**src/source/depar_action_pkg.sv**
```systemverilog
package depar_action_pkg;

	localparam int PHV_W = 1024;
	localparam int N_ACTIONS = 5;
	localparam int TABLE_DEPTH = 32;
	localparam int TABLE_ADDR_W = 5;

	// fixed fields of the phv
	localparam int PHV_USER_LSB = 0;
	localparam int PHV_DISCARD_BIT = 128;
	localparam int PHV_VLAN_LSB = 129;

	// eight containers of each size
	localparam int C2_BASE = 256;
	localparam int C4_BASE = 384;
	localparam int C6_BASE = 640;

	localparam logic [2:0] DEPARSER_MOD_ID = 3'd5;

	typedef enum logic [1:0] {
		NONE = 2'b00,
		B2   = 2'b01,
		B4   = 2'b10,
		B6   = 2'b11
	} cont_type_t;

	typedef struct packed {
		logic [3:0] rsvd;
		logic [5:0] offset;  // window byte offset
		cont_type_t ctype;
		logic [2:0] idx;     // container index
		logic       valid;
	} depar_action_t;

	// element 0 is the top 16 bits
	typedef depar_action_t [0:N_ACTIONS-1] table_entry_t;

	typedef struct packed {
		cont_type_t  ctype;
		logic [47:0] val;  // byte swapped, left justified
	} field_val_t;

	typedef struct packed {
		logic [119:0] rsvd_hi;
		logic [7:0]   tbl_addr;
		logic [7:0]   rsvd_mid;
		logic [7:0]   mod_id;
		logic [111:0] rsvd_lo;
	} ctrl_hdr_t;

	typedef union packed {
		ctrl_hdr_t        hdr;
		logic [31:0][7:0] lanes;
	} ctrl_beat_u;

	typedef struct packed {
		logic                    en;
		logic [TABLE_ADDR_W-1:0] addr;
		table_entry_t            entry;
	} tbl_wr_t;

endpackage

```
**src/source/action_table.sv**
```systemverilog
`timescale 1ns/10ps

module action_table (
	input  logic                                       clk,
	input  depar_action_pkg::tbl_wr_t                  tbl_wr,
	input  logic [depar_action_pkg::TABLE_ADDR_W-1:0]  rd_addr,
	output depar_action_pkg::table_entry_t             row
);
	import depar_action_pkg::*;

	table_entry_t mem [TABLE_DEPTH];

	always_ff @(posedge clk) begin
		if (tbl_wr.en)
			mem[tbl_wr.addr] <= tbl_wr.entry;
	end

	// registered read, follows the phv head one cycle late
	always_ff @(posedge clk) begin
		row <= mem[rd_addr];
	end

endmodule

```
**config.mk**
```make
export PLATFORM = sky130hd
export DESIGN_NAME = action_table
export DESIGN_NICKNAME = d
export VERILOG_FILES = /design/src/source/depar_action_pkg.sv /design/src/source/action_table.sv
export SDC_FILE = /design/constraint.sdc
export NUM_CORES = 2
export LEC_CHECK = 0
export BUFFER_PORTS_ARGS = -buffer_cell sky130_fd_sc_hd__buf_4
export CORE_MARGIN = 2
export CORE_UTILIZATION = 55
export DETAILED_ROUTE_END_ITERATION = 8
export GPL_TIMING_DRIVEN = 0
export PLACE_DENSITY_LB_ADDON = 0.15
export SYNTH_ARGS = -nofsm -noshare
export SYNTH_HDL_FRONTEND = slang
export SYNTH_SLANG_ARGS = --single-unit
```
**constraint.sdc**
```tcl
create_clock -name clk -period 11.5 [get_ports clk]
set_input_delay 2.3 -clock clk [delete_from_list [all_inputs] [get_ports clk]]
set_output_delay 2.3 -clock clk [all_outputs]
set_load 0.01 [all_outputs]
```
==> summary.md <==
| Metric | Value |
|---|---|
| # placed instances | `around 7300` |
| Number of gates given a new drive strength after cts | `0` |
| Number of hold violations in the final report | `0` |
| Width of the die | `roughly 430 um` |
| Top cells by area in the synthesized netlist | `sky130_fd_sc_hd__edfxtp_1 (78%), sky130_fd_sc_hd__mux4_2 (7.3%), sky130_fd_sc_hd__mux2i_1 (6.5%), sky130_fd_sc_hd__a22oi_1 (3.2%), sky130_fd_sc_hd__dfxtp_1 (1.6%)` |
| Leakage dissipation | `between 30 and 40 nW` |
| GPL Wtd Cong | `0.7951` |
| Die Span Y | `428.1 um` |
| Maximum count of clock buffers along a single path | `4` |
| Via Count | `between 50000 and 60000` |
| Proportion of synthesized chip area in sequential cells | `roughly four fifths` |
| Top_reg_cell synth | `sky130_fd_sc_hd__edfxtp_1` |
| GRT Util Overall | `between 20% and 30%` |
| Wire length after detailed routing | `between 200000 and 300000 um` |
| Total number of nets in the final design | `roughly 5400` |
| Half-perimeter wire length of the detailed placement result | `~180000 um` |
| Grt ovf | `0` |
| Router iterations before antenna repair | `5` |
| DRT antenna net count | `0` |
| Largest net degree at the start of global routing | `33` |
| Leading area contributor after synthesis | `sky130_fd_sc_hd__edfxtp_1` |
| Critical path endpoint category | `flip-flop` |
| Setup-failing EPs final | `0` |
| Unrepaired setup endpoints after global routing | `no` |
| Post-synthesis async set-or-reset flop share | `0%` |
| Clock tree from TritonCTS | `yes` |
| Post-CTS clock slew at the launch and capture registers of the worst setup and hold paths | `60 ps` |
| Largest fanout of any net on the critical path | `10` |
| IO Count | `around 170` |
| Gate count of the mapped netlist | `roughly 4700` |
| Average wire per cell in the routed design | `33.62 um` |
| Most frequent cell after synthesis | `sky130_fd_sc_hd__edfxtp_1` |
| Slew at the pin closest to its max-slew limit | `between 1000 and 1500 ps` |
| Reg-to-reg slack, setup | `about 9500 ps` |
| Synthesized cell area | `a little under 100000 um2` |
| Share of layout cells above drive strength 1 | `roughly 21%` |
| Status | `finished clean` |
| Area delta synth->final | `15.93%` |
| Worst-case headroom to the max-slew limit | `approximately 1.9%` |
| Area of the core region | `between 150000 and 200000 um2` |
| VDD IR max | `roughly 170 uV` |
| First-pass GRT wire length | `between 300000 and 400000 um` |
| Per-cell via count in the routed design | `between 6 and 7` |
| Number of hold buffers added after cts | `0` |
| Start-to-end type of the worst setup path | `input pin to flip-flop` |
| Arrival time at the worst endpoint | `between 5000 and 6000 ps` |
| Number of pins exceeding their max-slew limit in the final report | `0` |
| Flip-flop and latch count after synthesis | `~2600` |
| Total non-filler cell area in the finished layout | `114700 um2` |
| Vias in the first global route | `between 50000 and 60000` |
| Inserted Clock Buffers | `~280` |
| PwrDens | `about 180 nW/um2` |
| Post-route insts no fill | `between 7000 and 8000` |
| Cell at the root of the clock tree | `sky130_fd_sc_hd__clkbuf_16` |
| Top cells by instance count after synthesis | `sky130_fd_sc_hd__edfxtp_1 (2560), sky130_fd_sc_hd__mux2i_1 (640), sky130_fd_sc_hd__a22oi_1 (424)` |
| Final hold slack | `roughly 670 ps` |
| Count of warnings emitted by yosys | `0` |
| Area of placed instances | `roughly 110000 um2` |
| Synthesized Nets | `4774` |
| Area of the die | `about 180000 um2` |
| Buffers added on ports | `167` |
| Avg Cell Area, Syn | `around 21 um2` |
| Number of post-CTS setup repair buffers | `0` |
| Max-cap violation count | `0` |
| Remaining routing DRC violations | `0` |
| Unique masters post-synth | `32` |
| Initial drt markers | `between 6000 and 7000` |
| Required arrival time at the worst endpoint | `approximately 12000 ps` |
| Worst clock skew | `67.55 ps` |
| Cell Rows | `155` |
| Clock latency at the later pin of the worst-skew pair | `about 940 ps` |
| Starting density of the core | `a little under three fifths` |
| Number of levels in the clock H-tree | `5` |
| Final total power | `between 20 and 25 mW` |
| Count of flip-flops with a built-in enable after synthesis | `~2600` |
| Initial antenna violation count | `13` |
| FMAX | `204.9 MHz` |
| Clock sink count | `~2600` |
| Share of the synthesized area in the top cell type | `between 70% and 80%` |
| Critical path launch point type | `input pin` |
| Final cycle utilization of the critical path | `42.44%` |
| Accumulated negative setup slack | `0 ps` |
| Post-layout minimum cycle time | `between 4000 and 5000 ps` |
| Worst hold path type | `flip-flop to flip-flop` |
## layout make-up
| type | instances | area [um2] |
|---|---|---|
| sequential | 2640 | 78480 |
| buffer | 262 | 1361 |
| clock buffer | 373 | 7699 |
| fill | 11930 | 63960 |
| multi-input combinational | 1779 | 19300 |
| inverter | 1 | 3.754 |
| tap | 2355 | 2947 |
| antenna | 4 | 10.01 |
| clock inverter | 108 | 794.5 |
| timing repair buffer | 297 | 4059 |
## registers in the layout (all words and copies together), names as in the netlist
register and count:
mem 2560, row 80
## worst paths after layout
kind	from	to	cells past startpoint
hold reg to reg	mem[20][62]	row[62]	4
setup / recovery	rd_addr[2]	row[58]	7
hold / removal	mem[20][62]	row[62]	4
setup reg to reg	mem[31][77]	row[77]	4
## layer usage
layer | GRT usage, % | routed length (um) | vias up
li1 | - | - | 20800
met2 | 47.31 | 130200 | 2689
met1 | 39.16 | 101100 | 26560
met5 | 0 | 23 | -
met3 | 4.807 | 22650 | 449
met4 | 9.551 | 8826 | 4
## cells in the final DEF (no fill, tap or decap), drive strengths merged, types with 2 or more instances in the layout
cell type     n
edfxtp     2560
clkinv       89
nor2b        15
clkinvlp      4
inv           5
a22oi       424
nand2        11
or3b          2
mux2i       640
nor3          5
nand3b        5
clkbuf      475
nand4        46
nor2         46
bufinv       11
a32oi         4
mux4        320
a31oi        44
diode         4
a21oi         8
and2          9
nand3       152
buf         457
dfxtp        80
a22o         44
## worst max-delay path: stages
cell and delay, ps:
sky130_fd_sc_hd__buf_2 440, sky130_fd_sc_hd__buf_4 400, sky130_fd_sc_hd__nand2b_1 400, sky130_fd_sc_hd__nor2_1 860, sky130_fd_sc_hd__clkbuf_1 710, sky130_fd_sc_hd__a22oi_1 270, sky130_fd_sc_hd__nand4_1 280
## cell families after synthesis
kind of cell	after synthesis	synth area share, %
DFF	2640	79.35
AOI/OAI and AO/OA	524	3.962
and+or+nand+nor	295	1.547
muxes	960	13.76
buffers and inverters	263	1.378
## where the power goes
group	switching (mW)	internal, mW	total, mW
Combinational	0.690	0.371	1.06
Sequential	0.0354	10.7	10.7
Clock	3.55	4.93	8.48
## metrics by stage
stage	util [%]	worst slack (ps)
2_1_floorplan	-	4684
3_3_place_gp	57.72	-863.2
3_5_place_dp	59.43	5810
4_1_cts	64.18	6769
5_1_grt	64.19	6683
6_report	64.19	6620
Power figures use the tool's default switching activity.
