**src/source/depar_action_pkg.sv**
```systemverilog
package depar_action_pkg;

	localparam int PHV_W = 1024;
	localparam int N_ACTIONS = 5;
	localparam int TABLE_DEPTH = 32;
	localparam int TABLE_ADDR_W = 5;

	// fixed fields of the phv
	localparam int PHV_USER_LSB = 0;
	localparam int PHV_DISCARD_BIT = 128;
	localparam int PHV_VLAN_LSB = 129;

	// eight containers of each size
	localparam int C2_BASE = 256;
	localparam int C4_BASE = 384;
	localparam int C6_BASE = 640;

	localparam logic [2:0] DEPARSER_MOD_ID = 3'd5;

	typedef enum logic [1:0] {
		NONE = 2'b00,
		B2   = 2'b01,
		B4   = 2'b10,
		B6   = 2'b11
	} cont_type_t;

	typedef struct packed {
		logic [3:0] rsvd;
		logic [5:0] offset;  // window byte offset
		cont_type_t ctype;
		logic [2:0] idx;     // container index
		logic       valid;
	} depar_action_t;

	// element 0 is the top 16 bits
	typedef depar_action_t [0:N_ACTIONS-1] table_entry_t;

	typedef struct packed {
		cont_type_t  ctype;
		logic [47:0] val;  // byte swapped, left justified
	} field_val_t;

	typedef struct packed {
		logic [119:0] rsvd_hi;
		logic [7:0]   tbl_addr;
		logic [7:0]   rsvd_mid;
		logic [7:0]   mod_id;
		logic [111:0] rsvd_lo;
	} ctrl_hdr_t;

	typedef union packed {
		ctrl_hdr_t        hdr;
		logic [31:0][7:0] lanes;
	} ctrl_beat_u;

	typedef struct packed {
		logic                    en;
		logic [TABLE_ADDR_W-1:0] addr;
		table_entry_t            entry;
	} tbl_wr_t;

endpackage

```
**src/source/field_extractor.sv**
```systemverilog
`timescale 1ns/10ps

module field_extractor (
	input  logic                                clk,
	input  logic                                aresetn,
	input  logic                                extract,
	input  depar_action_pkg::depar_action_t     action,
	input  logic [depar_action_pkg::PHV_W-1:0]  phv,
	output depar_action_pkg::field_val_t        field,
	output logic                                valid
);
	import depar_action_pkg::*;

	logic [47:0] raw;
	logic [47:0] swapped;

	// container right aligned in raw
	always_comb begin
		raw = '0;
		case (action.ctype)
			B2: raw[15:0] = phv[C2_BASE + 16*action.idx +: 16];
			B4: raw[31:0] = phv[C4_BASE + 32*action.idx +: 32];
			B6: raw = phv[C6_BASE + 48*action.idx +: 48];
			default: raw = '0;
		endcase
	end

	// full 6-byte swap also left justifies the short containers
	always_comb begin
		for (int b = 0; b < 6; b++) begin
			swapped[b*8 +: 8] = raw[(5-b)*8 +: 8];
		end
	end

	always_ff @(posedge clk) begin
		if (extract) begin
			field.ctype <= action.ctype;
			field.val <= swapped;
		end
	end

	always_ff @(posedge clk) begin
		if (!aresetn)
			valid <= 1'b0;
		else
			valid <= extract;
	end

	a_typed_action: assert property (@(posedge clk) disable iff (!aresetn)
		(extract && action.valid) |-> action.ctype != NONE);

endmodule

```
**config.mk**
```make
export PLATFORM = sky130hd
export DESIGN_NAME = field_extractor
export DESIGN_NICKNAME = d
export VERILOG_FILES = /design/src/source/depar_action_pkg.sv /design/src/source/field_extractor.sv
export SDC_FILE = /design/constraint.sdc
export NUM_CORES = 1
export LEC_CHECK = 0
export ABC_AREA = 1
export BUFFER_PORTS_ARGS = -buffer_cell sky130_fd_sc_hd__buf_2
export CORE_AREA = 5 5 421 423
export CTS_BUF_LIST = sky130_fd_sc_hd__clkbuf_8
export CTS_CLUSTER_SIZE = 24
export DETAILED_ROUTE_END_ITERATION = 16
export DIE_AREA = 0 0 426 428
export SETUP_SLACK_MARGIN = 0.1
export SKIP_CTS_REPAIR_TIMING = 1
export SYNTH_ARGS = -nofsm -noshare
export SYNTH_HDL_FRONTEND = slang
export SYNTH_SLANG_ARGS = --single-unit
export TNS_END_PERCENT = 20
```
**constraint.sdc**
```tcl
create_clock -name clk -period 1.71 [get_ports clk]
set_clock_uncertainty 0.2 [all_clocks]
set_input_delay 0.171 -clock clk [delete_from_list [all_inputs] [get_ports clk]]
set_output_delay 0.171 -clock clk [all_outputs]
set_load 0.02 [all_outputs]
```
==> results of run 1 <==
[synthesized netlist by cell type]
library cell	n	area, um2
nand2_1	530	1989
nor2_1	370	1389
nand3_1	368	1842
inv_1	244	915.9
o21ai_0	160	800.8
buf_2	53	265.3
edfxtp_1	50	1501
clkbuf_1	42	157.7
o211ai_1	32	240.2
o21ai_1	32	160.2
buf_6	26	292.8
buf_1	20	75.07
o22ai_1	16	100.1
buf_4	13	97.59
buf_8	2	30.03
buf_12	1	20.02
clkinv_1	1	3.750
dfxtp_1	1	20.02
inv_2	1	3.750
inv_6	1	8.760
[stage by stage]
step	utilization	TNS (ps)	total power, W	instances	cell area [um2]
floorplan	-	0	0.003320	1963	9913
global placement	0.1074	-17970	0.006160	5200	18590
detailed placement	0.1074	-18070	0.006116	5200	18590
CTS	0.1080	-1785	0.007374	5208	18700
global route	0.1102	-54.36	0.007814	5216	19070
finish	0.1104	0	0.007177	5229	19100
[power breakdown]
part | total (W) | switching [W] | internal (W)
registers | 0.00161 | 0.0000906 | 0.00152
clock network | 0.00110 | 0.000666 | 0.000433
logic | 0.00447 | 0.00256 | 0.00190
[state kept, by name, indices dropped and copies added, names as in the netlist]
name / flops
field: 50
valid: 1
[metal layers]
metal,vias to the layer above,wire length (um)
li1,8073,-
met2,880,51710
met3,151,8614
met5,-,162
met1,7505,46380
met4,24,2350
[layout make-up]
cell class	count	share of cell area
Clock inverter	3	0.002030
Antenna cell	17	0.002227
Timing Repair Buffer	1073	0.3582
Clock buffer	5	0.003602
Tap cell	2325	0.1523
Inverter	247	0.04977
Sequential cell	51	0.07964
Multi-Input combinational cell	1508	0.3523
[kinds of logic (layout without fill, tap and decap cells)]
kind of cell	after synthesis	in the layout	synth area share
AND/OR/NAND/NOR	1268	1268	0.5266
buffers and inverters	404	1328	0.1887
AO/OA/AOI/OAI	240	240	0.1313
flip-flops	51	51	0.1535
other	0	17	0
[final timing paths]
| check | from | end | slack [ps] | cells after the start |
|---|---|---|---|---|
| worst max-delay path | field[29] | field[29] | 50 | 1 |
| worst min-delay path | phv[569] | field[17] | 20 | 5 |
==> results.md, run 1 <==
- Vias in the first global route: ~16000
- Setup WS pre-CTS: -798.7 ps
- Post-synthesis sequential area ratio: 0.1535
- First-pass GRT wire length: about 140000 um
- Power per cell area: roughly 380 nW/um2
- Unique masters post-synth: 20
- Grt met3 use: 0.02298
- Path type of the worst setup path: flip-flop to primary output
- Leakage: 9.655 nW
- Max Cap Viol: 0
- Area occupied by multi-input gates: between 6000 and 7000 um2
- DR iter-0 viols: 1341
- Worst-path fanout max: 1
- Largest net degree at the start of global routing: between 50 and 60
- Clock sinks: 51
- Worst path top cell family by delay: flip-flops
- Fillcell total: around 21000
- DIE WIDTH: about 430 um
- Avg WL per Cell: 20.89 um
- CTS Buf Count: 5
- Ys Warns: 0
- Via-to-Cell Ratio: 3.181
- Endpoints failing setup: 0
- Port buffer count: between 800 and 900
- Commonest cells after routing, fill and taps aside: buf_2, nand2_1, nor2_1
- IR drop worst, VDD: a little over 0.0003 V
- Cell Chain, Critical Path: buf_6
- Final Hold Viols: 0
- Sequential cell area: roughly 1500 um2
- Met1 Resource Use GR: 0.1481
- Max Fclk: 603.4 MHz
- CTS tree: built
- Worst EP required: 1340 ps
- CP Launch Type: flip-flop
- Fin nets: a little under 4000
- Final Critical Period: approximately 1700 ps
- CTS clk-pin slew, worst paths: between 100 and 150 ps
- Total GRT Usage: 0.1134
- Syn Inst Count: 1963
- Critical-path top delay cell: edfxtp_1
- RSZ-0062 raised after global routing: yes
- Initial antenna violation count: 90
- Routed wire length: about 110000 um
- Data arrival, critical path: ~1300 ps
- Hold_ws: roughly 15 ps
- Max Root-Sink Buffers: 2
- GRT Residual Overflow: 0
- Max Slew Vio Count: 0
- Root Buffer: clkbuf_8
- Share of post-route cells with drive strength above 1: 0.3855
- Initial Util: 0.05728
- CP bufs+invs: 1
- Io pins: roughly 1100
- P&R area growth vs syn: 92.72%
- Hold WC Path Type: primary input to flip-flop
- Max_slew headroom: 0.6710
- Mapped cell area: roughly 10000 um2
- Endpoint type of the worst setup path: primary output
- Most used routing layer: met2
- TritonRoute pass-1 iters: 5
- Status: complete, no violations
- Met2 GRT Util: 0.1934
- DPL Wire Length: slightly below 100000 um
- Max incr delay on CP: 670 ps
- Drt drc: 0
- Total number of vias: around 17000
- Worst setup margin: 52.78 ps
- Slew @ Worst Pin: between 400 and 500 ps
- Mapped Nets: between 3000 and 4000
- Die Y: ~430 um
- Rows: roughly 150
- H-Tree Depth: 2
- Detail Route Antenna Nets: 0
- Core Area: 173100 um2
- Die Area: roughly 180000 um2
- Final GP Congestion: slightly below 1
- Commonest non-fill, non-tap cell in the layout: buf_2
- Syn avg cell area: between 5 and 6 um2
- Synth Register Bits: 51
- Part of the cycle the worst path needs: 0.9691
Note: power is estimated with default switching activity, not from simulation.
==> run 2: changes to the inputs <==
SETUP_SLACK_MARGIN = 0.4   (was 0.1)
==> results.md, run 2 (synthesis results as in run 1) <==
- Io pins: 1094
- CTS clk-pin slew, worst paths: around 190 ps
- RSZ-0062 raised after global routing: yes
- Clock sinks: 51
- Commonest non-fill, non-tap cell in the layout: buf_2
- Total GRT Usage: 0.1011
- Hold WC Path Type: primary input to flip-flop
- Max Root-Sink Buffers: 2
- TritonRoute pass-1 iters: 5
- Final Hold Viols: 2
- DPL Wire Length: about 87000 um
- Slew @ Worst Pin: 406.4 ps
- Worst-path fanout max: 1
- Reg with most FFs: field
- Rows: 153
- Final GP Congestion: 0.9545
- Drt drc: 0
- Die Y: 428 um
- Max Fclk: 619.6 MHz
- Commonest cells after routing, fill and taps aside: buf_2, nand2_1, nor2_1
- P&R area growth vs syn: 124.9%
- GRT Residual Overflow: 0
- First-pass GRT wire length: approximately 130000 um
- Max Slew Vio Count: 0
- Final Critical Period: ~1600 ps
- Cell Chain, Critical Path: buf_6
- Leakage: 10.80 nW
- Fin nets: 4000
- CTS tree: built
- DR iter-0 viols: around 1200
- Failing checks: negative hold slack
- Layout Cells excl Fill: around 5300
- CTS Buf Count: 5
- Endpoint type of the worst setup path: primary output
- Core Area: about 170000 um2
- Cells after DPL: between 5000 and 6000
- Top flop regs: field x50, valid x1
- Max Cap Viol: 0
- Path type of the worst setup path: flip-flop to primary output
- Initial Util: 0.05728
- Power per cell area: between 300 and 400 nW/um2
- Share of post-route cells with drive strength above 1: 0.4726
- H-Tree Depth: 2
- CP bufs+invs: 1
- Worst EP required: ~1300 ps
- Routed wire length: around 110000 um
- Root Buffer: clkbuf_8
- Port buffer count: about 830
- Endpoints failing setup: 0
- Largest net degree at the start of global routing: 61
- Max incr delay on CP: 580 ps
- Max reg flops: 50
- Initial antenna violation count: 67
- Detail Route Antenna Nets: 0
- CP Launch Type: flip-flop
- Via-to-Cell Ratio: 3.271
- Hold_ws: -22.41 ps
- Avg WL per Cell: roughly 20 um
- DIE WIDTH: between 400 and 500 um
- Status: finished, violations left
- Critical-path top delay cell: edfxtp_1
- Part of the cycle the worst path needs: 0.9438
- IR drop worst, VDD: 0.0002992 V
- Die Area: between 150000 and 200000 um2
- Total number of vias: about 17000
- Worst path top cell family by delay: flip-flops
- Vias in the first global route: ~16000
- Max_slew headroom: 0.7290
- Data arrival, critical path: ~1200 ps
[run 2: cell types whose count changed in the layout (fill, tap and decap cells not counted), moves of 42 or more]
cell,change
buf_2,-48
buf_4,-42
buf_6,+79
nand2_1,-44
nand3_1,-104
nand3_2,+80
nor2_1,-63
o21ai_0,-62
[run 2: metrics by stage]
| step | total power [W] | cell area, um2 | TNS [ps] | worst slack (ps) | utilization |
|---|---|---|---|---|---|
| after floorplan | 0.003330 | 9951 | 0 | 213.3 | - |
| after global placement | 0.005975 | 18390 | -14530 | -643.6 | 0.1063 |
| after detailed placement | 0.005938 | 18390 | -14850 | -610.6 | 0.1063 |
| after CTS | 0.007169 | 18490 | -322.3 | -191.5 | 0.1068 |
| after global routing | 0.008695 | 22270 | -49.14 | -49.14 | 0.1287 |
| final | 0.008123 | 22290 | 0 | 96.08 | 0.1288 |
[run 2: path summary, 6_finish.rpt]
kind,slack (ps),depth (start not counted),start,end
setup / recovery,100,1,field[32],field[32]
hold / removal,-20,5,phv[625],field[25]
[run 2: final cells by class]
type | instances | area [um2]
antenna | 23 | 57.56
clock buffer | 5 | 68.82
clock inverter | 3 | 28.78
fill | 20289 | 150800
inverter | 247 | 983.4
multi-input combinational | 1508 | 8029
sequential | 51 | 1523
tap | 2325 | 2909
timing repair buffer | 1143 | 8661
timing repair inverter | 1 | 30.03
[run 2: power by group]
part           total, W  switching, W  internal (W)
registers       0.00162     0.0000997       0.00152
logic           0.00540       0.00291       0.00249
clock network   0.00110      0.000793      0.000309
[run 2: per-layer routing]
layer	vias to the layer above	wire length, um	track usage
met3	197	8479	0.02351
met1	7877	42710	0.1255
met5	-	173	0
met4	26	4152	0.03641
met2	1006	50360	0.1701
li1	8248	-	-
