File: src/source/depar_action_pkg.sv
package depar_action_pkg;

	localparam int PHV_W = 1024;
	localparam int N_ACTIONS = 5;
	localparam int TABLE_DEPTH = 32;
	localparam int TABLE_ADDR_W = 5;

	// fixed fields of the phv
	localparam int PHV_USER_LSB = 0;
	localparam int PHV_DISCARD_BIT = 128;
	localparam int PHV_VLAN_LSB = 129;

	// eight containers of each size
	localparam int C2_BASE = 256;
	localparam int C4_BASE = 384;
	localparam int C6_BASE = 640;

	localparam logic [2:0] DEPARSER_MOD_ID = 3'd5;

	typedef enum logic [1:0] {
		NONE = 2'b00,
		B2   = 2'b01,
		B4   = 2'b10,
		B6   = 2'b11
	} cont_type_t;

	typedef struct packed {
		logic [3:0] rsvd;
		logic [5:0] offset;  // window byte offset
		cont_type_t ctype;
		logic [2:0] idx;     // container index
		logic       valid;
	} depar_action_t;

	// element 0 is the top 16 bits
	typedef depar_action_t [0:N_ACTIONS-1] table_entry_t;

	typedef struct packed {
		cont_type_t  ctype;
		logic [47:0] val;  // byte swapped, left justified
	} field_val_t;

	typedef struct packed {
		logic [119:0] rsvd_hi;
		logic [7:0]   tbl_addr;
		logic [7:0]   rsvd_mid;
		logic [7:0]   mod_id;
		logic [111:0] rsvd_lo;
	} ctrl_hdr_t;

	typedef union packed {
		ctrl_hdr_t        hdr;
		logic [31:0][7:0] lanes;
	} ctrl_beat_u;

	typedef struct packed {
		logic                    en;
		logic [TABLE_ADDR_W-1:0] addr;
		table_entry_t            entry;
	} tbl_wr_t;

endpackage

File: src/source/ctrl_table_writer.sv
`timescale 1ns/10ps

module ctrl_table_writer (
	input  logic                          clk,
	input  logic                          aresetn,
	input  depar_action_pkg::ctrl_beat_u  ctrl_beat,
	input  logic                          ctrl_last,
	input  logic                          ctrl_valid,
	output depar_action_pkg::tbl_wr_t     tbl_wr
);
	import depar_action_pkg::*;

	typedef enum logic [2:0] {
		C_FIRST,
		C_HDR,
		C_ENTRY,
		C_COMMIT,
		C_SKIP
	} ctrl_state_t;

	ctrl_state_t             state, state_next;
	logic [31:0][7:0]        rev_lanes;
	logic [TABLE_ADDR_W-1:0] addr_r, addr_next;
	table_entry_t            entry_r, entry_next;
	logic                    en_r, en_next;

	// control data arrives with its first byte in the top lane
	always_comb begin
		for (int i = 0; i < 32; i++) begin
			rev_lanes[i] = ctrl_beat.lanes[31-i];
		end
	end

	always_comb begin
		state_next = state;
		addr_next = addr_r;
		entry_next = entry_r;
		en_next = 1'b0;
		if (ctrl_valid) begin
			case (state)
				C_FIRST: begin
					if (!ctrl_last)
						state_next = C_HDR;
				end
				C_HDR: begin
					if (ctrl_beat.hdr.mod_id[2:0] == DEPARSER_MOD_ID && !ctrl_last) begin
						addr_next = ctrl_beat.hdr.tbl_addr[TABLE_ADDR_W-1:0];
						state_next = C_ENTRY;
					end else begin
						state_next = ctrl_last ? C_FIRST : C_SKIP;  // not for us
					end
				end
				C_ENTRY: begin
					entry_next = rev_lanes[31:22];  // top 80 bits
					state_next = ctrl_last ? C_FIRST : C_COMMIT;
				end
				C_COMMIT: begin
					en_next = 1'b1;
					state_next = ctrl_last ? C_FIRST : C_SKIP;
				end
				default: begin
					if (ctrl_last)
						state_next = C_FIRST;
				end
			endcase
		end
	end

	always_ff @(posedge clk) begin
		if (!aresetn) begin
			state <= C_FIRST;
			en_r <= 1'b0;
		end else begin
			state <= state_next;
			en_r <= en_next;
		end
	end

	always_ff @(posedge clk) begin
		addr_r <= addr_next;
		entry_r <= entry_next;
	end

	assign tbl_wr.en = en_r;
	assign tbl_wr.addr = addr_r;
	assign tbl_wr.entry = entry_r;

	a_single_write: assert property (@(posedge clk) disable iff (!aresetn)
		tbl_wr.en |=> !tbl_wr.en);

endmodule

File: config.mk
export PLATFORM = sky130hd
export DESIGN_NAME = ctrl_table_writer
export DESIGN_NICKNAME = d
export VERILOG_FILES = /design/src/source/depar_action_pkg.sv /design/src/source/ctrl_table_writer.sv
export SDC_FILE = /design/constraint.sdc
export NUM_CORES = 1
export LEC_CHECK = 0
export BUFFER_PORTS_ARGS = -buffer_cell sky130_fd_sc_hd__buf_2
export CAP_MARGIN = 0
export CORE_AREA = 2 2 136 138
export CTS_BUF_LIST = sky130_fd_sc_hd__clkbuf_2 sky130_fd_sc_hd__clkbuf_4 sky130_fd_sc_hd__clkbuf_8
export DETAILED_ROUTE_END_ITERATION = 12
export DIE_AREA = 0 0 138 140
export MAX_ROUTING_LAYER = met4
export SYNTH_ARGS = -nofsm -noshare
export SYNTH_HDL_FRONTEND = slang
export SYNTH_SLANG_ARGS = --single-unit
File: constraint.sdc
create_clock -name clk -period 24.2 [get_ports clk]
set_input_delay 3.63 -clock clk [delete_from_list [all_inputs] [get_ports clk]]
set_output_delay 3.63 -clock clk [all_outputs]
set_load 0.005 [all_outputs]
==> flow_summary_export.csv, run 1 <==
group,metric,value,unit
clock_tree,postCtsSetupBuffers,0,
global_route,grt_use_total,8.71,%
layout,final_util,23.2,%
power_and_ir_drop,power_frac_seq,62.1,%
critical_path,r2r-end,"tbl_wr[9]",
clock_tree,cts_hold_buf,0,
power_and_ir_drop,ir_worst_vdd,21.2,uV
yosys,ys_async_sr_fraction,0,%
global_route,grt_pass1_vias,1904,
sta,grt_setup_unrepaired,"no",
sta,setup_viol,0,
clock_tree,clockBufferDepth,2,
routing,met3_length,1280,um
yosys,ys_seq_area_share,95.2,%
placement,place_congestion,0.763,
power_and_ir_drop,power.density,65.8,nW/um^2
clock_tree,numCtsBuffers,9,
clock_tree,clock_latency,370,ps
routing,wl_met2,3310,um
critical_path,crit_fanout,80,
yosys,netlist_instances,110,
critical_path,start_kind,"primary input",
yosys,synthAdderAreaFrac,0,%
layout,num-nets-final,558,
critical_path,r2r_start,"state[2]",
routing,drtAntennaViolNets,0,
status,status,"completed",
routing,wl_per_cell,15.2,um
sta,finalHoldViolCount,0,
yosys,synth_edf_count,85,
yosys,synth_cell_type_count,18,
power_and_ir_drop,clkPwrFrac,34.7,%
hold_path,hold_class,"flip-flop to flip-flop",
yosys,ys_seq_elements,89,
sta,skew,7.05,ps
sta,slew_headroom,28.2,%
yosys,synthXorXnorAreaFrac,0,%
critical_path,worstPathRequired,24180,ps
yosys,netlist.area_leader.share,92.3,%
placement,post_dp_cell_area,3940,sq um
sta,slew_violations,0,
yosys,synth_compound_area_share,0.905,%
yosys,synthTopCellsByCount,"85 x edfxtp_1, 4 x dfxtp_1, 3 x nand2_1",
clock_tree,cts.sink_count,89,
yosys,yosysWarnings,0,
power_and_ir_drop,p_sw,0.0600,mW
die,initial_core_util,15.6,%
yosys,synthSimpleGateAreaFrac,3.35,%
hold_path,hp-start,"state[1]",
routing,wl_met1,3400,um
hold_path,min_to,"en_r",
layout,drive_above_1_share,64.7,%
power_and_ir_drop,intPower,0.212,mW
yosys,synth.avg_cell_area,25.1,sq um
clock_tree,cts-htree-levels,3,
die,ios,346,
routing,wirelength,8160,um
clock_tree,cts_resized,0,
die,fp.dieW,138,um
layout,fin_area,4130,sq um
routing,viasPerCell,3.34,
hold_path,worstHoldPathCells,2,
yosys,synth_area,2770,sq um
power_and_ir_drop,power.share.switching,22.1,%
sta,tightest_slew,1080,ps
die,die-area,19300,sq um
global_route,grt_overflow,0,
sta,post-route-min-period,4980,ps
global_route,grt_max_degree,81,
die,dieHeight,140,um
yosys,syn_nets,370,
yosys,synth.area.mux_share,0,%
layout,area_growth,49.5,%
critical_path,reg2reg_slack,22250,ps
sta,hold-worst-slack,501,ps
global_route,antenna_found_initial,5,
placement,post-dp-hpwl,6220,um
critical_path,critPathCaptureType,"flip-flop",
die,fp-row-count,49,
sta,max_freq,0.201,GHz
sta,finalCritPeriodShare,20.6,%
sta,setup_ws,19220,ps
critical_path,r2r_cells,2,
routing,dr.pass1.iters,4,
critical_path,crit_type,"primary input to flip-flop",
yosys,synth_ff_type,"edfxtp_1",
yosys,synthTopCellsByArea,"edfxtp_1 92%, dfxtp_1 2.9%, and4bb_1 0.45%, nor3b_2 0.45%, nand2_1 0.41%",
clock_tree,cts_tree,"yes",
clock_tree,clkTransAtPathRegs,90,ps
yosys,synth_top_family_by_area,"simple AND/OR/NAND/NOR gates",
yosys,yosysMostFrequentCell,"edfxtp_1",
die,core,17800,sq um
sta,setup_tns,0,ps
clock_tree,cts-root-buf,"clkbuf_8",
routing,highest_layer,"met4",
global_route,grt_pass1_wl,11700,um
placement,portBuffers,177,
critical_path,worstPathArrival,4960,ps
routing,via_count,1795,
routing,drtIter0Drc,58,
yosys,synth_top_cell_by_area,"edfxtp_1",
power_and_ir_drop,power_leakage,1.64,nW
run,maxCapViolations,0,
routing,drc,0,
power_and_ir_drop,comb_power_share,3.2,%
placement,dpl_worst_slack,18840,ps
cell usage in the layout, fill, tap and decap left out:
cell type | netlist | routed
a21oi_1 | 2 | 2
clkinv_1 | 0 | 1
nand3_1 | 2 | 2
nor2b_1 | 1 | 1
o21ai_0 | 1 | 1
nor2_1 | 1 | 1
inv_1 | 2 | 2
nand2b_1 | 1 | 1
buf_4 | 1 | 1
buf_2 | 0 | 177
nor4_1 | 1 | 1
clkinvlp_4 | 0 | 3
nor3b_2 | 1 | 1
and3_2 | 1 | 1
nor4b_2 | 0 | 1
nand2_1 | 3 | 3
and4bb_1 | 1 | 1
diode_2 | 0 | 5
edfxtp_1 | 85 | 85
o211a_1 | 1 | 1
clkbuf_8 | 0 | 9
inv_6 | 0 | 2
clkinv_4 | 0 | 1
dfxtp_1 | 4 | 4
nand3b_1 | 1 | 1
cell type report:
class	count	area, sq um
Fill cell	1901	13600
Sequential cell	89	2630
Timing Repair Buffer	178	893
Tap cell	229	287
Multi-Input combinational cell	18	124
Clock buffer	9	124
Clock inverter	7	52.6
Antenna cell	5	12.5
Inverter	2	7.51
flip-flops by register name, indices dropped and copies added, names as in the netlist:
signal,flops
tbl_wr,80
addr_r,5
en_r,1
state,3
worst max-delay path by stage:
stage / startpoint / to / slack [ps] / cells after the start
3_5_place_dp: ctrl_valid / tbl_wr[14] / 18840 / 4
4_1_cts: ctrl_valid / tbl_wr[50] / 19260 / 4
6_report: ctrl_valid / tbl_wr[9] / 19220 / 4
5_1_grt: ctrl_valid / tbl_wr[50] / 19080 / 4
3_3_place_gp: ctrl_valid / tbl_wr[20] / 18940 / 4
2_1_floorplan: ctrl_valid / tbl_wr[0] / 11630 / 2
critical path, cell delays in order:
cell	delay, ps
buf_2	130
inv_1	80
nor4b_2	210
buf_4	800
cell families (layout without fill, tap and decap cells):
kind of cell	Yosys count	count (layout)
other	0	5
buffers and inverters	3	196
and+or+nand+nor	14	14
DFF	89	89
AOI/OAI and AO/OA	4	4
power groups by stage:
stage	clock [mW]	combinational, mW	sequential (mW)
after floorplan	0	0.000779	0.172
after CTS	0.101	0.00882	0.169
final	0.0945	0.00858	0.169
after global placement	0	0.00826	0.172
after global routing	0.108	0.00966	0.169
after detailed placement	0	0.00880	0.172
per-stage QoR:
step	power, mW	cells
2_1_floorplan	0.173	110
3_3_place_gp	0.181	516
3_5_place_dp	0.181	516
4_1_cts	0.279	532
5_1_grt	0.287	537
6_report	0.272	537
layer usage:
metal  track usage (%)  up-vias
li1                  -      814
met5                 -        -
met1              9.59      826
met4              4.40        0
met2              11.9      144
met3              5.88       11
Power figures use the tool's default switching activity.
==> run 2: changes to the inputs <==
--- a/config.mk
+++ b/config.mk
@@ -5,12 +5,13 @@
 export SDC_FILE = /design/constraint.sdc
 export NUM_CORES = 1
 export LEC_CHECK = 0
+export ABC_AREA = 1
 export BUFFER_PORTS_ARGS = -buffer_cell sky130_fd_sc_hd__buf_2
 export CAP_MARGIN = 0
-export CORE_AREA = 2 2 136 138
+export CORE_AREA = 2 2 133 135
 export CTS_BUF_LIST = sky130_fd_sc_hd__clkbuf_2 sky130_fd_sc_hd__clkbuf_4 sky130_fd_sc_hd__clkbuf_8
 export DETAILED_ROUTE_END_ITERATION = 12
-export DIE_AREA = 0 0 138 140
+export DIE_AREA = 0 0 135 137
 export MAX_ROUTING_LAYER = met4
 export SYNTH_ARGS = -nofsm -noshare
 export SYNTH_HDL_FRONTEND = slang
==> constraint.sdc (replaced) <==
create_clock -name clk -period 4.45 [get_ports clk]
set_input_delay 0.6675 -clock clk [delete_from_list [all_inputs] [get_ports clk]]
set_output_delay 0.6675 -clock clk [all_outputs]
set_load 0.005 [all_outputs]
==> flow_summary_export.csv, run 2 <==
group,metric,value,unit
yosys,synth_ff_type,"edfxtp_1",
yosys,yosysMostFrequentCell,"edfxtp_1",
critical_path,path_buf_inv,2,
placement,dpl_worst_slack,2110,ps
die,die-area,18500,sq um
yosys,netlist_instances,128,
die,fp-row-count,48,
layout,largest_register_ffs,80,
clock_tree,clkTransAtPathRegs,100,ps
placement,place_congestion,0.679,
die,ios,346,
layout,nFillCells,1807,
power_and_ir_drop,power_leakage,1.70,nW
yosys,ys_async_sr_fraction,0,%
placement,portBuffers,177,
critical_path,cpPeakStageDelay,700,ps
yosys,synthTopCellsByArea,"edfxtp_1 91%, dfxtp_1 2.9%, nand2_1 1.9%, nand3_1 1.1%, nor2_1 0.94%",
global_route,antenna_found_initial,4,
critical_path,r2r_cells,4,
power_and_ir_drop,power.share.switching,21.4,%
layout,final_util,24.6,%
power_and_ir_drop,p_sw,0.330,mW
clock_tree,clock_latency,370,ps
yosys,synth_cell_type_count,12,
hold_path,min_to,"tbl_wr[74]",
yosys,syn_nets,388,
sta,finalHoldViolCount,0,
global_route,grt_pass1_vias,1860,
run,maxCapViolations,0,
die,initial_core_util,16.4,%
critical_path,path_delay_family,"simple AND/OR/NAND/NOR gates",
critical_path,path_cells,"inv_1 > nand3_1 > nor2_4 > buf_12",
global_route,grt_overflow,0,
yosys,ys_seq_area_share,93.8,%
layout,area_growth,49.9,%
critical_path,worstPathRequired,4500,ps
hold_path,worstHoldPathCells,1,
critical_path,crit_fanout,50,
die,core,17100,sq um
power_and_ir_drop,comb_power_share,3.5,%
critical_path,crit_type,"flip-flop to flip-flop",
critical_path,path_depth,4,
routing,via_count,1871,
critical_path,r2r-end,"tbl_wr[13]",
sta,slew_headroom,40.1,%
global_route,grt_pass1_wl,10800,um
critical_path,critPathCaptureType,"flip-flop",
sta,skew,13.3,ps
yosys,synth_edf_count,85,
status,status,"completed",
clock_tree,cts_resized,0,
layout,layout_common_cells,"177 x buf_2, 85 x edfxtp_1, 14 x nand2_1, 9 x clkbuf_8",
yosys,netlist.area_leader.share,91.0,%
clock_tree,cts-root-buf,"clkbuf_8",
critical_path,worstPathArrival,2100,ps
sta,setup_tns,0,ps
sta,post-route-min-period,2050,ps
clock_tree,cts-htree-levels,3,
sta,finalCritPeriodShare,46.1,%
routing,viasPerCell,3.40,
clock_tree,clockBufferDepth,2,
critical_path,reg2reg_slack,2400,ps
hold_path,hold_class,"primary input to flip-flop",
yosys,yosysWarnings,0,
sta,grt_setup_unrepaired,"no",
yosys,synth_area,2810,sq um
yosys,ys_seq_elements,89,
global_route,grt_max_degree,51,
routing,dr.pass1.iters,4,
sta,setup_ws,2400,ps
critical_path,cp_slowest_cell,"nor2_4",
critical_path,start_kind,"flip-flop",
power_and_ir_drop,intPower,1.21,mW
routing,drtAntennaViolNets,0,
critical_path,r2r_start,"state[2]",
layout,final_common_cell,"buf_2",
sta,slew_violations,0,
clock_tree,cts_hold_buf,0,
die,dieHeight,137,um
power_and_ir_drop,power_frac_seq,59.5,%
clock_tree,cts_tree,"yes",
layout,num-nets-final,576,
sta,max_freq,0.487,GHz
clock_tree,postCtsSetupBuffers,0,
clock_tree,cts.sink_count,89,
routing,drc,0,
sta,tightest_slew,896,ps
yosys,synth.avg_cell_area,21.9,sq um
sta,setup_viol,0,
power_and_ir_drop,ir_worst_vdd,215,uV
routing,wirelength,7940,um
routing,drtIter0Drc,39,
power_and_ir_drop,clkPwrFrac,37.0,%
hold_path,hp-start,"ctrl_beat[2]",
layout,drive_above_1_share,61.7,%
yosys,synthTopCellsByCount,"85 x edfxtp_1, 14 x nand2_1, 7 x nor2_1",
die,fp.dieW,135,um
power_and_ir_drop,power.density,367,nW/um^2
yosys,synth_top_cell_by_area,"edfxtp_1",
placement,post-dp-hpwl,6190,um
clock_tree,numCtsBuffers,9,
global_route,grt_use_total,8.69,%
routing,wl_per_cell,14.4,um
## run 2: worst max-delay path by stage
| stage | end | startpoint | slack [ps] |
|---|---|---|---|
| floorplan | tbl_wr[0] | ctrl_valid | 1190 |
| global placement | tbl_wr[34] | ctrl_valid | 2160 |
| detailed placement | tbl_wr[34] | ctrl_valid | 2110 |
| CTS | tbl_wr[30] | state[2] | 2340 |
| global route | tbl_wr[13] | state[2] | 2200 |
| finish | tbl_wr[13] | state[2] | 2400 |
## run 2: area by class of cell
cell class,count,area (sq um),area share [%]
Tap cell,225,282,6.70
Antenna cell,4,10.0,0.238
Clock buffer,9,124,2.95
Inverter,5,18.8,0.446
Sequential cell,89,2630,62.6
Multi-Input combinational cell,33,154,3.66
Clock inverter,7,77.6,1.85
Timing Repair Buffer,178,906,21.5
## run 2: layer usage
metal	up-vias	part of all wire, %	global-route usage [%]
met2	148	38	11.1
met5	-	0	-
met1	854	48	10.9
met3	7	13	5.81
li1	862	-	-
met4	0	1.1	2.60
## run 2: stage by stage
step	power (mW)	area [sq um]	cells	hold WS, ps
final	1.54	4200	550	463
after global routing	1.62	4200	550	423
after global placement	0.990	3990	530	497
after detailed placement	0.993	3990	530	516
after floorplan	0.949	2810	128	458
after CTS	1.58	4190	546	425
## run 2: kinds of logic after synthesis
kind of cell / count (synthesis) / share of synthesized area [%]
flip-flops: 89 / 93.8
buffers and inverters: 6 / 0.937
AO/OA/AOI/OAI: 1 / 0.312
AND/OR/NAND/NOR: 32 / 4.91
## run 2: power by group through the flow
stage | Sequential [mW] | Combinational [mW] | Clock (mW)
floorplan | 0.938 | 0.0103 | 0
global placement | 0.938 | 0.0517 | 0
detailed placement | 0.938 | 0.0550 | 0
CTS | 0.919 | 0.0549 | 0.607
global route | 0.919 | 0.0612 | 0.636
finish | 0.919 | 0.0541 | 0.571
